**config.mk**
```make
export PLATFORM = sky130hd
export DESIGN_NAME = useless_box_top
export DESIGN_NICKNAME = d
export VERILOG_FILES = /design/src/design/box_pkg.sv /design/src/design/useless_box_top.sv /design/src/design/motor_driver.sv /design/src/design/phase_sequencer.sv /design/src/design/mode_picker.sv /design/src/design/interval_timer.sv
export VERILOG_INCLUDE_DIRS = /design/src /design/src/design
export SDC_FILE = /design/constraint.sdc
export NUM_CORES = 1
export LEC_CHECK = 0
export ABC_CLOCK_PERIOD_IN_PS = 6500
export BUFFER_PORTS_ARGS = -buffer_cell sky130_fd_sc_hd__buf_2
export CORE_ASPECT_RATIO = 1.4
export CORE_MARGIN = 8
export CORE_UTILIZATION = 40
export DETAILED_ROUTE_END_ITERATION = 7
export SKIP_LAST_GASP = 1
export SLEW_MARGIN = 20
export SYNTH_ARGS = -nofsm -noshare
export SYNTH_HDL_FRONTEND = slang
export SYNTH_SLANG_ARGS = --single-unit
export TNS_END_PERCENT = 1
```
**constraint.sdc**
```tcl
create_clock -name clk -period 6.5 [get_ports clk]
set_input_delay 0.65 -clock clk [delete_from_list [all_inputs] [get_ports clk]]
set_output_delay 0.65 -clock clk [all_outputs]
set_load 0.005 [all_outputs]
```
**src/design/box_params.svh**
```systemverilog
`ifndef BOX_PARAMS_SVH
`define BOX_PARAMS_SVH

// widths
`define BOX_MODE_W        2
`define BOX_PHASE_CNT_W   5
`define BOX_PULSE_CNT_W   3

// motor pulse lengths in cycles
`define BOX_LID_PULSE     3
`define BOX_HAND_PULSE    6

// phase durations in cycles
`define BOX_LID_OPEN_FAST 3
`define BOX_LID_OPEN_SLOW 15   // act 1 only
`define BOX_LID_CLOSE     3    // same in every act
`define BOX_HAND_FAST     6
`define BOX_HAND_SLOW     10   // act 1 only

// act 2 peeks before the hand comes out
`define BOX_PEEK_COUNT    3

// act 3 hand strokes
`define BOX_HAND_REPEAT   4

`endif
```
**src/design/box_pkg.sv**
```systemverilog
`include "box_params.svh"

package box_pkg;

    // act number: 0 plain, 1 slow, 2 peek, 3 repeat
    typedef logic [`BOX_MODE_W-1:0] mode_t;

    localparam mode_t MODE_SLOW   = mode_t'(1);
    localparam mode_t MODE_PEEK   = mode_t'(2);
    localparam mode_t MODE_REPEAT = mode_t'(3);

    typedef enum logic [2:0] {
        IDLE,
        OPEN_LID,
        HAND_OUT,
        HAND_IN,
        CLOSE_LID
    } phase_e;

    typedef logic [`BOX_PHASE_CNT_W-1:0] phase_cnt_t;
    typedef logic [`BOX_PULSE_CNT_W-1:0] pulse_cnt_t;

    // motor direction encodings
    localparam logic DIR_OPEN  = 1'b0;
    localparam logic DIR_CLOSE = 1'b1;
    localparam logic DIR_OUT   = 1'b0;
    localparam logic DIR_IN    = 1'b1;

    typedef struct packed {
        logic  go;
        mode_t mode;
    } start_req_t;

    typedef struct packed {
        phase_e phase;
        logic   enter;  // first cycle of a non-idle phase
    } phase_evt_t;

    typedef struct packed {
        logic lid_en;
        logic lid_dir;
        logic hand_en;
        logic hand_dir;
    } motor_cmd_t;

endpackage

```
**src/design/useless_box_top.sv**
```systemverilog
module useless_box_top (
    input  logic                clk,
    input  logic                rst,
    input  logic                switch_in,
    output box_pkg::motor_cmd_t motor,
    output box_pkg::phase_e     phase,
    output box_pkg::mode_t      mode,
    output logic                busy
);

    box_pkg::start_req_t req;
    box_pkg::phase_evt_t evt;

    // switch sampling and act choice
    mode_picker u_mode_picker (
        .clk       (clk),
        .rst       (rst),
        .switch_in (switch_in),
        .req       (req)
    );

    // act state machine
    phase_sequencer u_phase_sequencer (
        .clk  (clk),
        .rst  (rst),
        .req  (req),
        .evt  (evt),
        .mode (mode),
        .busy (busy)
    );

    // lid and hand motor pulses
    motor_driver u_motor_driver (
        .clk   (clk),
        .rst   (rst),
        .evt   (evt),
        .motor (motor)
    );

    assign phase = evt.phase;

endmodule

```
**src/design/motor_driver.sv**
```systemverilog
`include "box_params.svh"

module motor_driver (
    input  logic                clk,
    input  logic                rst,
    input  box_pkg::phase_evt_t evt,
    output box_pkg::motor_cmd_t motor
);

    box_pkg::motor_cmd_t cmd;
    box_pkg::pulse_cnt_t pulse_len;
    logic                expired;

    // which motor moves, and which way, for the phase just entered
    always_comb begin
        cmd       = '0;
        pulse_len = box_pkg::pulse_cnt_t'(`BOX_LID_PULSE);
        case (evt.phase)
            box_pkg::OPEN_LID: begin
                cmd.lid_en  = 1'b1;
                cmd.lid_dir = box_pkg::DIR_OPEN;
            end
            box_pkg::CLOSE_LID: begin
                cmd.lid_en  = 1'b1;
                cmd.lid_dir = box_pkg::DIR_CLOSE;
            end
            box_pkg::HAND_OUT: begin
                cmd.hand_en  = 1'b1;
                cmd.hand_dir = box_pkg::DIR_OUT;
                pulse_len    = box_pkg::pulse_cnt_t'(`BOX_HAND_PULSE);
            end
            box_pkg::HAND_IN: begin
                cmd.hand_en  = 1'b1;
                cmd.hand_dir = box_pkg::DIR_IN;
                pulse_len    = box_pkg::pulse_cnt_t'(`BOX_HAND_PULSE);
            end
            default: cmd = '0;
        endcase
    end

    interval_timer #(
        .count_t (box_pkg::pulse_cnt_t)
    ) u_pulse_timer (
        .clk     (clk),
        .rst     (rst),
        .load    (evt.enter),
        .length  (pulse_len),
        .expired (expired)
    );

    always_ff @(posedge clk) begin
        if (rst) begin
            motor <= '0;
        end else if (evt.enter) begin
            motor <= cmd;          // a new phase overrides any tail of the last pulse
        end else if (expired) begin
            motor <= '0;           // enable and direction drop together
        end
    end

endmodule

```
**src/design/phase_sequencer.sv**
```systemverilog
`include "box_params.svh"

module phase_sequencer (
    input  logic                clk,
    input  logic                rst,
    input  box_pkg::start_req_t req,
    output box_pkg::phase_evt_t evt,
    output box_pkg::mode_t      mode,
    output logic                busy
);

    localparam int PEEK_W = $clog2(`BOX_PEEK_COUNT + 1);
    localparam int REP_W  = $clog2(`BOX_HAND_REPEAT + 1);

    localparam logic [PEEK_W-1:0] PEEK_LAST = PEEK_W'(`BOX_PEEK_COUNT);
    localparam logic [REP_W-1:0]  REP_LAST  = REP_W'(`BOX_HAND_REPEAT - 1);

    box_pkg::phase_e     phase_q;
    box_pkg::phase_e     phase_d;
    logic                enter_q;
    box_pkg::mode_t      act_q;
    box_pkg::mode_t      lut_mode;
    logic [PEEK_W-1:0]   peek_q;   // empty peeks done in act 2
    logic [REP_W-1:0]    rep_q;    // extra hand strokes done in act 3
    logic                load;
    logic                expired;
    box_pkg::phase_cnt_t dur;

    function automatic box_pkg::phase_cnt_t phase_len(box_pkg::phase_e ph,
                                                      box_pkg::mode_t m);
        logic                slow;
        box_pkg::phase_cnt_t len;
        slow = (m == box_pkg::MODE_SLOW);
        case (ph)
            box_pkg::OPEN_LID: begin
                len = slow ? box_pkg::phase_cnt_t'(`BOX_LID_OPEN_SLOW)
                           : box_pkg::phase_cnt_t'(`BOX_LID_OPEN_FAST);
            end
            box_pkg::HAND_OUT, box_pkg::HAND_IN: begin
                len = slow ? box_pkg::phase_cnt_t'(`BOX_HAND_SLOW)
                           : box_pkg::phase_cnt_t'(`BOX_HAND_FAST);
            end
            box_pkg::CLOSE_LID: len = box_pkg::phase_cnt_t'(`BOX_LID_CLOSE);
            default:            len = '0;
        endcase
        return len;
    endfunction

    always_comb begin
        phase_d = phase_q;
        case (phase_q)
            box_pkg::IDLE: begin
                if (req.go) phase_d = box_pkg::OPEN_LID;  // go while busy is dropped
            end
            box_pkg::OPEN_LID: begin
                if (expired) begin
                    if (act_q == box_pkg::MODE_PEEK && peek_q != PEEK_LAST) begin
                        phase_d = box_pkg::CLOSE_LID;
                    end else begin
                        phase_d = box_pkg::HAND_OUT;
                    end
                end
            end
            box_pkg::HAND_OUT: begin
                if (expired) phase_d = box_pkg::HAND_IN;
            end
            box_pkg::HAND_IN: begin
                if (expired) begin
                    if (act_q == box_pkg::MODE_REPEAT && rep_q != REP_LAST) begin
                        phase_d = box_pkg::HAND_OUT;
                    end else begin
                        phase_d = box_pkg::CLOSE_LID;
                    end
                end
            end
            box_pkg::CLOSE_LID: begin
                if (expired) begin
                    if (act_q == box_pkg::MODE_PEEK && peek_q != PEEK_LAST) begin
                        phase_d = box_pkg::OPEN_LID;
                    end else begin
                        phase_d = box_pkg::IDLE;
                    end
                end
            end
            default: phase_d = box_pkg::IDLE;
        endcase
    end

    // the new act is not latched yet on the way out of IDLE
    assign lut_mode = (phase_q == box_pkg::IDLE) ? req.mode : act_q;
    assign load     = (phase_d != phase_q) && (phase_d != box_pkg::IDLE);
    assign dur      = phase_len(phase_d, lut_mode);

    interval_timer #(
        .count_t (box_pkg::phase_cnt_t)
    ) u_phase_timer (
        .clk     (clk),
        .rst     (rst),
        .load    (load),
        .length  (dur),
        .expired (expired)
    );

    always_ff @(posedge clk) begin
        if (rst) begin
            phase_q <= box_pkg::IDLE;
            enter_q <= 1'b0;
            act_q   <= '0;
            peek_q  <= '0;
            rep_q   <= '0;
        end else begin
            phase_q <= phase_d;
            enter_q <= load;
            if (phase_q == box_pkg::IDLE && req.go) begin
                act_q  <= req.mode;
                peek_q <= '0;
                rep_q  <= '0;
            end else begin
                if (phase_q == box_pkg::CLOSE_LID && phase_d == box_pkg::OPEN_LID) begin
                    peek_q <= peek_q + PEEK_W'(1);
                end
                if (phase_q == box_pkg::HAND_IN && phase_d == box_pkg::HAND_OUT) begin
                    rep_q <= rep_q + REP_W'(1);
                end
            end
        end
    end

    assign evt  = '{phase: phase_q, enter: enter_q};
    assign mode = act_q;
    assign busy = (phase_q != box_pkg::IDLE);

endmodule

```
**src/design/mode_picker.sv**
```systemverilog
module mode_picker (
    input  logic                clk,
    input  logic                rst,
    input  logic                switch_in,
    output box_pkg::start_req_t req
);

    // free running, so the act depends on when the switch gets flipped
    box_pkg::mode_t mode_cnt;

    always_ff @(posedge clk) begin
        if (rst) begin
            mode_cnt <= '0;
        end else begin
            mode_cnt <= mode_cnt + box_pkg::mode_t'(1);
        end
    end

    // switch level sampled together with the counter value
    always_ff @(posedge clk) begin
        if (rst) begin
            req <= '0;
        end else begin
            req.go   <= switch_in;
            req.mode <= mode_cnt;
        end
    end

endmodule

```
**src/design/interval_timer.sv**
```systemverilog
module interval_timer #(
    parameter type count_t = logic [7:0]
) (
    input  logic   clk,
    input  logic   rst,
    input  logic   load,
    input  count_t length,
    output logic   expired
);

    count_t count;

    always_ff @(posedge clk) begin
        if (rst) begin
            count <= '0;
        end else if (load) begin
            count <= length;
        end else if (count != '0) begin
            count <= count - count_t'(1);
        end
    end

    // last cycle of the interval, count hits zero on the next edge
    assign expired = (count == count_t'(1));

endmodule

```
==> impl_metrics.ini, run 1 <==
[run_status]
status = finished, final reports clean

[pwr]
power_density_nw_per_um2 = 360
leakage_uw = 0.000647
ir_drop_mv = 0.201
total_power_uw = 562

[synth]
ys_types = 37
ys.flop_type = dfxtp_1
synth_cells = 164
ys_ff_latch = 28
synth_edf_count = 0
syn-num-nets = 176
synth_area_sq_um = 1400
avgSynthCellArea_sq_um = 8.52
seq_area_frac_synth_pct = 40.1
synthArstFlopShare_pct = 0
ys_warn_count = 0

[run]
maxCapViolCount = 0

[setup_path]
crit_family = simple AND/OR/NAND/NOR gates
worstSetupEndpointType = register
cp-start-kind = register
reg2reg_to = u_phase_sequencer.u_phase_timer.count[3]
critPathRequiredTime_ns = 6.71
reg2reg_slack_ns = 3.98
crit_chain = inv_1 -> ha_1 -> nor4b_1 -> a31oi_1 -> a311o_1 -> and2_4 -> or3_1 -> a31oi_1
path_max_fanout = 4
crit_path_frequent_cell = a31oi_1
regToRegStartpoint = u_phase_sequencer.u_phase_timer.count[1]
ff2ff_path_depth = 8
cp.arrival_ns = 2.73
critPathMaxStageDelay_ns = 0.54
crit_cells = 8
slowest_stage = nor4b_1
cp-endpoint = u_phase_sequencer.u_phase_timer.count[3]
critPathLaunch = u_phase_sequencer.u_phase_timer.count[1]
path_buf_inv = 1
path_class = register to register

[floorplanning]
die_w_um = 66.0
rows = 25
die_height_um = 85.9
top_level_ports = 13
core_area_sq_um = 3350
start_util_pct = 41.8
die_area_sq_um = 5670

[cells_and_area]
nFillCells = 310
final_cell_mix = dfxtp_1, nor2_1, buf_2, inv_1
mostFrequentLayoutCell = dfxtp_1
insertedDiodeCount = 0
layout-drive-gt1-share_pct = 12.0
nets = 188
fin_util_pct = 46.6
syn2layout_area_growth_pct = 11.6

[timing]
maxSlewViolCount = 0
hold_viol = 0
setup_ws_ns = 3.98
fin_tns_setup_ns = 0
setup_viol = 0
worstMarginPinSlew_ns = 0.635
maxSlewHeadroom_pct = 57.0
timing.fmax_mhz = 397
min_period_ns = 2.52
rsz0062_at_grt = no
post-route-period-util_pct = 38.7
clock-skew-final_ns = 0.00436

[clock_network]
path_clk_slew_ns = 0.09
numCtsBuffers = 3
clkLatencyLatePin_ns = 0.28
cts_tree = done
cts_buffer_depth = 2
root_buffer = clkbuf_8
clkSinkCount = 28
cts_setup_buffers = 0
postCtsResizedCells = 0
holdBufCountCts = 0
htreeDepth = 1

[drt]
via_per_inst = 5.43
drtIter0Drc = 59
wire_per_inst_um = 14.1
first_pass_iters = 4
postRouteAntennaNets = 0
routed_wl_um = 3020
vias = 1167
drc = 0

[global_route]
overflow = 0
grt_max_degree = 25
antenna_found_initial = 0
grt_pass1_vias = 1189
grt_usage_pct = 10.9
grt_pass1_wl_um = 4970

[placement]
port_buffers = 12
gp_congestion = 0.739
post-dp-hpwl_um = 2230
dp_slack_ns = 4.08

[worst_hold_path]
hp-class = register to register
-- cells in the mapped netlist, types with 6 or more instances --
library cell / number / share of area, %
a21oi_1: 9 / 3.2
a31oi_1: 6 / 2.7
dfxtp_1: 28 / 40
ha_1: 9 / 8.1
inv_1: 11 / 3.0
nand2_1: 9 / 2.4
nand3_1: 9 / 3.2
nor2_1: 18 / 4.8
nor3_1: 7 / 2.5
-- state kept, by name (all words and copies together), names as in the netlist, 3 cells and up --
signal and flops:
u_motor_driver.motor 4, u_phase_sequencer.rep_q 3, u_phase_sequencer.u_phase_timer.count 5, u_mode_picker.req 3, u_phase_sequencer.phase_q 3, u_motor_driver.u_pulse_timer.count 3
-- layer usage --
layer	vias up	wire length, um	GRT usage, %
met2	37	1530	20.3
met5	-	0	0
met1	533	1280	11.3
li1	592	-	-
met4	0	53	4.68
met3	5	157	2.09
-- cells by family after synthesis --
| group | after synthesis | share of synthesized area (%) |
|---|---|---|
| DFF | 28 | 40.1 |
| adders and majority gates | 9 | 8.06 |
| and+or+nand+nor | 70 | 27.0 |
| buffers and inverters | 16 | 4.30 |
| AOI/OAI and AO/OA | 32 | 14.5 |
| muxes | 3 | 2.24 |
| xor gates and xnor gates | 6 | 3.76 |
-- worst min-delay path by stage --
stage	start	end	slack, ns	cells after the start
floorplan	u_mode_picker.mode_cnt[0]	u_mode_picker.mode_cnt[0]	0.42	1
global placement	u_mode_picker.mode_cnt[0]	u_mode_picker.mode_cnt[0]	0.43	1
detailed placement	u_mode_picker.mode_cnt[0]	u_mode_picker.mode_cnt[0]	0.45	1
CTS	u_mode_picker.mode_cnt[0]	u_mode_picker.mode_cnt[0]	0.47	1
global route	u_mode_picker.mode_cnt[0]	u_mode_picker.mode_cnt[0]	0.49	1
finish	u_mode_picker.mode_cnt[0]	u_mode_picker.mode_cnt[0]	0.47	1
-- where the power goes --
group	switching (uW)	internal, uW
logic	110	91.8
clock network	55.1	82.6
registers	25.9	197
total	191	371
-- metrics by stage --
stage | instance area (sq um) | std cells | hold WS [ns]
finish | 1560 | 215 | 0.467
global route | 1560 | 215 | 0.486
CTS | 1560 | 215 | 0.468
detailed placement | 1490 | 211 | 0.452
global placement | 1490 | 211 | 0.429
floorplan | 1400 | 164 | 0.421
-- worst reg2reg max path, cell delays in order (launching register included) --
cell and delay, ns:
dfxtp_1 0.32, inv_1 0.11, ha_1 0.19, nor4b_1 0.54, a31oi_1 0.25, a311o_1 0.38, and2_4 0.18, or3_1 0.34
a31oi_1 0.15
-- area by class of cell --
| type | count | area [sq um] | share of cell area (%) |
|---|---|---|---|
| Clock inverter | 1 | 30.0 | 1.92 |
| Inverter | 11 | 41.3 | 2.65 |
| Timing Repair Buffer | 12 | 60.1 | 3.85 |
| Sequential cell | 28 | 561 | 35.9 |
| Clock buffer | 3 | 41.3 | 2.65 |
| Tap cell | 40 | 50.0 | 3.21 |
| Multi-Input combinational cell | 120 | 777 | 49.8 |
(Power assumes the default switching activity.)
==> run 2, diff against run 1 <==
--- a/config.mk
+++ b/config.mk
@@ -6,7 +6,7 @@
 export SDC_FILE = /design/constraint.sdc
 export NUM_CORES = 1
 export LEC_CHECK = 0
-export ABC_CLOCK_PERIOD_IN_PS = 6500
+export ABC_CLOCK_PERIOD_IN_PS = 2300
 export BUFFER_PORTS_ARGS = -buffer_cell sky130_fd_sc_hd__buf_2
 export CORE_ASPECT_RATIO = 1.4
 export CORE_MARGIN = 8
==> constraint.sdc (replaced) <==
create_clock -name clk -period 2.3 [get_ports clk]
set_input_delay 0.23 -clock clk [delete_from_list [all_inputs] [get_ports clk]]
set_output_delay 0.23 -clock clk [all_outputs]
set_load 0.005 [all_outputs]
==> run 2 against run 1 <==
Count of clock-buffer cells in the layout grew 1. Utilization grew 1.6 points. Critical path type unchanged. Largest power group unchanged. Clock power grew 120%. Largest cell class unchanged.
==> impl_metrics.ini, run 2 (synthesized netlist as in run 1, its figures left out) <==
[drt]
drtIter0Drc = 59
first_pass_iters = 5
vias = 1202
drc = 0
postRouteAntennaNets = 0
routed_wl_um = 3090
via_per_inst = 5.41
wire_per_inst_um = 13.9

[timing]
min_period_ns = 2.23
timing.fmax_mhz = 448
clock-skew-final_ns = 0.00560
hold_ws_ns = 0.160
post-route-period-util_pct = 97.0
maxSlewViolCount = 0
setup_viol = 0
rsz0062_at_grt = no
maxSlewHeadroom_pct = 67.0
hold_viol = 0
worstMarginPinSlew_ns = 0.490

[placement]
gp_congestion = 0.787
post-dp-hpwl_um = 2270
port_buffers = 12
place_area_sq_um = 1530
dpl.cell_count = 217

[global_route]
grt_pass1_vias = 1201
grt_max_degree = 25
antenna_found_initial = 0
overflow = 0
grt_pass1_wl_um = 5180
grt_usage_pct = 11.3

[cells_and_area]
final_cell_mix = dfxtp_1, nor2_1, buf_2, inv_1
nets = 195
regMostFlops = u_phase_sequencer.u_phase_timer.count
reg_top3 = u_phase_sequencer.u_phase_timer.count (5), u_motor_driver.motor (4)
layout-drive-gt1-share_pct = 17.0
insertedDiodeCount = 0
fin_cells = 222
syn2layout_area_growth_pct = 15.6
stdcell_area_sq_um = 1620
largest_register_ff_count = 5
mostFrequentLayoutCell = dfxtp_1
nFillCells = 338

[worst_hold_path]
hp-class = input pin to register
worst_hold_path.endpoint = u_mode_picker.req[2]
holdPathStages = 2
min_from = switch_in

[setup_path]
reg2reg_to = u_phase_sequencer.u_phase_timer.count[3]
path_class = register to register
worstSetupEndpointType = register
regToRegStartpoint = u_phase_sequencer.u_phase_timer.count[1]
ff2ff_path_depth = 8
path_max_fanout = 4
cp-start-kind = register
critPathRequiredTime_ns = 2.51
reg2reg_slack_ns = 0.07
cp.arrival_ns = 2.44

[pwr]
sw_frac_of_total_pct = 35.1
leakage_uw = 0.000676
netSwitchingPower_uw = 546
power_density_nw_per_um2 = 962
ir_drop_mv = 0.575
p_seq_share_pct = 40.6
comb_power_share_pct = 39.8
pwr-share-clk_pct = 19.6
internal-power_uw = 1010

[clock_network]
numCtsBuffers = 3
htreeDepth = 1
path_clk_slew_ns = 0.09
cts_tree = done
clkSinkCount = 28
clkLatencyLatePin_ns = 0.28
root_buffer = clkbuf_8
cts_buffer_depth = 2
holdBufCountCts = 0

[floorplanning]
core_area_sq_um = 3350
top_level_ports = 13
start_util_pct = 41.8
die_area_sq_um = 5670
rows = 25
die_w_um = 66.0
die_height_um = 85.9

[run]
maxCapViolCount = 0

[run_status]
status = finished, final reports clean
## run 2: critical path, stage by stage (launching register included)
cell and delay, ns:
dfxtp_2 0.33, inv_1 0.06, ha_2 0.17, or4b_4 0.47, or3_1 0.33, and4_4 0.19
and2_4 0.14, or3_1 0.34, a31oi_1 0.13
## run 2: cell type report
type / count / area, sq um / share of cell area [%]
Tap cell: 40 / 50.0 / 3.10
Sequential cell: 28 / 562 / 34.8
Inverter: 11 / 41.3 / 2.56
Timing Repair Buffer: 19 / 113 / 6.97
Multi-Input combinational cell: 120 / 795 / 49.2
Clock buffer: 4 / 55.1 / 3.41
## run 2: how the worst max path moves through the flow
stage | end | startpoint | depth (start not counted)
after floorplan | u_phase_sequencer.u_phase_timer.count[3] | u_phase_sequencer.u_phase_timer.count[1] | 8
after global placement | u_phase_sequencer.u_phase_timer.count[3] | u_phase_sequencer.u_phase_timer.count[1] | 8
after detailed placement | u_phase_sequencer.u_phase_timer.count[3] | u_phase_sequencer.u_phase_timer.count[1] | 8
after CTS | u_phase_sequencer.u_phase_timer.count[3] | u_phase_sequencer.u_phase_timer.count[1] | 8
after global routing | u_phase_sequencer.u_phase_timer.count[3] | u_phase_sequencer.u_phase_timer.count[1] | 8
final | u_phase_sequencer.u_phase_timer.count[3] | u_phase_sequencer.u_phase_timer.count[1] | 8
## run 2: through the flow
step                      total power [uW]  TNS (ns)  worst slack [ns]  util, %
after floorplan                       1070         0             0.104        -
after global placement                1200         0            0.0170     45.8
after detailed placement              1220   -0.0765           -0.0765     45.8
after CTS                             1540         0            0.0109     47.7
after global routing                  1670         0           0.00583     48.3
final                                 1550         0            0.0688     48.3
## run 2: metal layers
| layer | share of wire (%) | global-route usage [%] |
|---|---|---|
| met5 | 0 | 0 |
| met3 | 3.4 | 1.96 |
| met1 | 42 | 11.5 |
| met2 | 53 | 21.3 |
| met4 | 1.7 | 5.26 |
## run 2: what timing repair did
item                                    4_1_cts  5_1_grt
endpoints found under the hold margin         0        0
pin swaps                                     0        2
endpoints found under the setup margin        3        1
gates resized for setup                       1        3
buffers inserted                              0        1
## run 2: power by group through the flow
stage / sequential, uW / combinational, uW / clock (uW)
6_report: 631 / 618 / 305
5_1_grt: 641 / 697 / 331
4_1_cts: 623 / 599 / 313
3_5_place_dp: 630 / 587 / 0
3_3_place_gp: 627 / 569 / 0
2_1_floorplan: 613 / 458 / 0
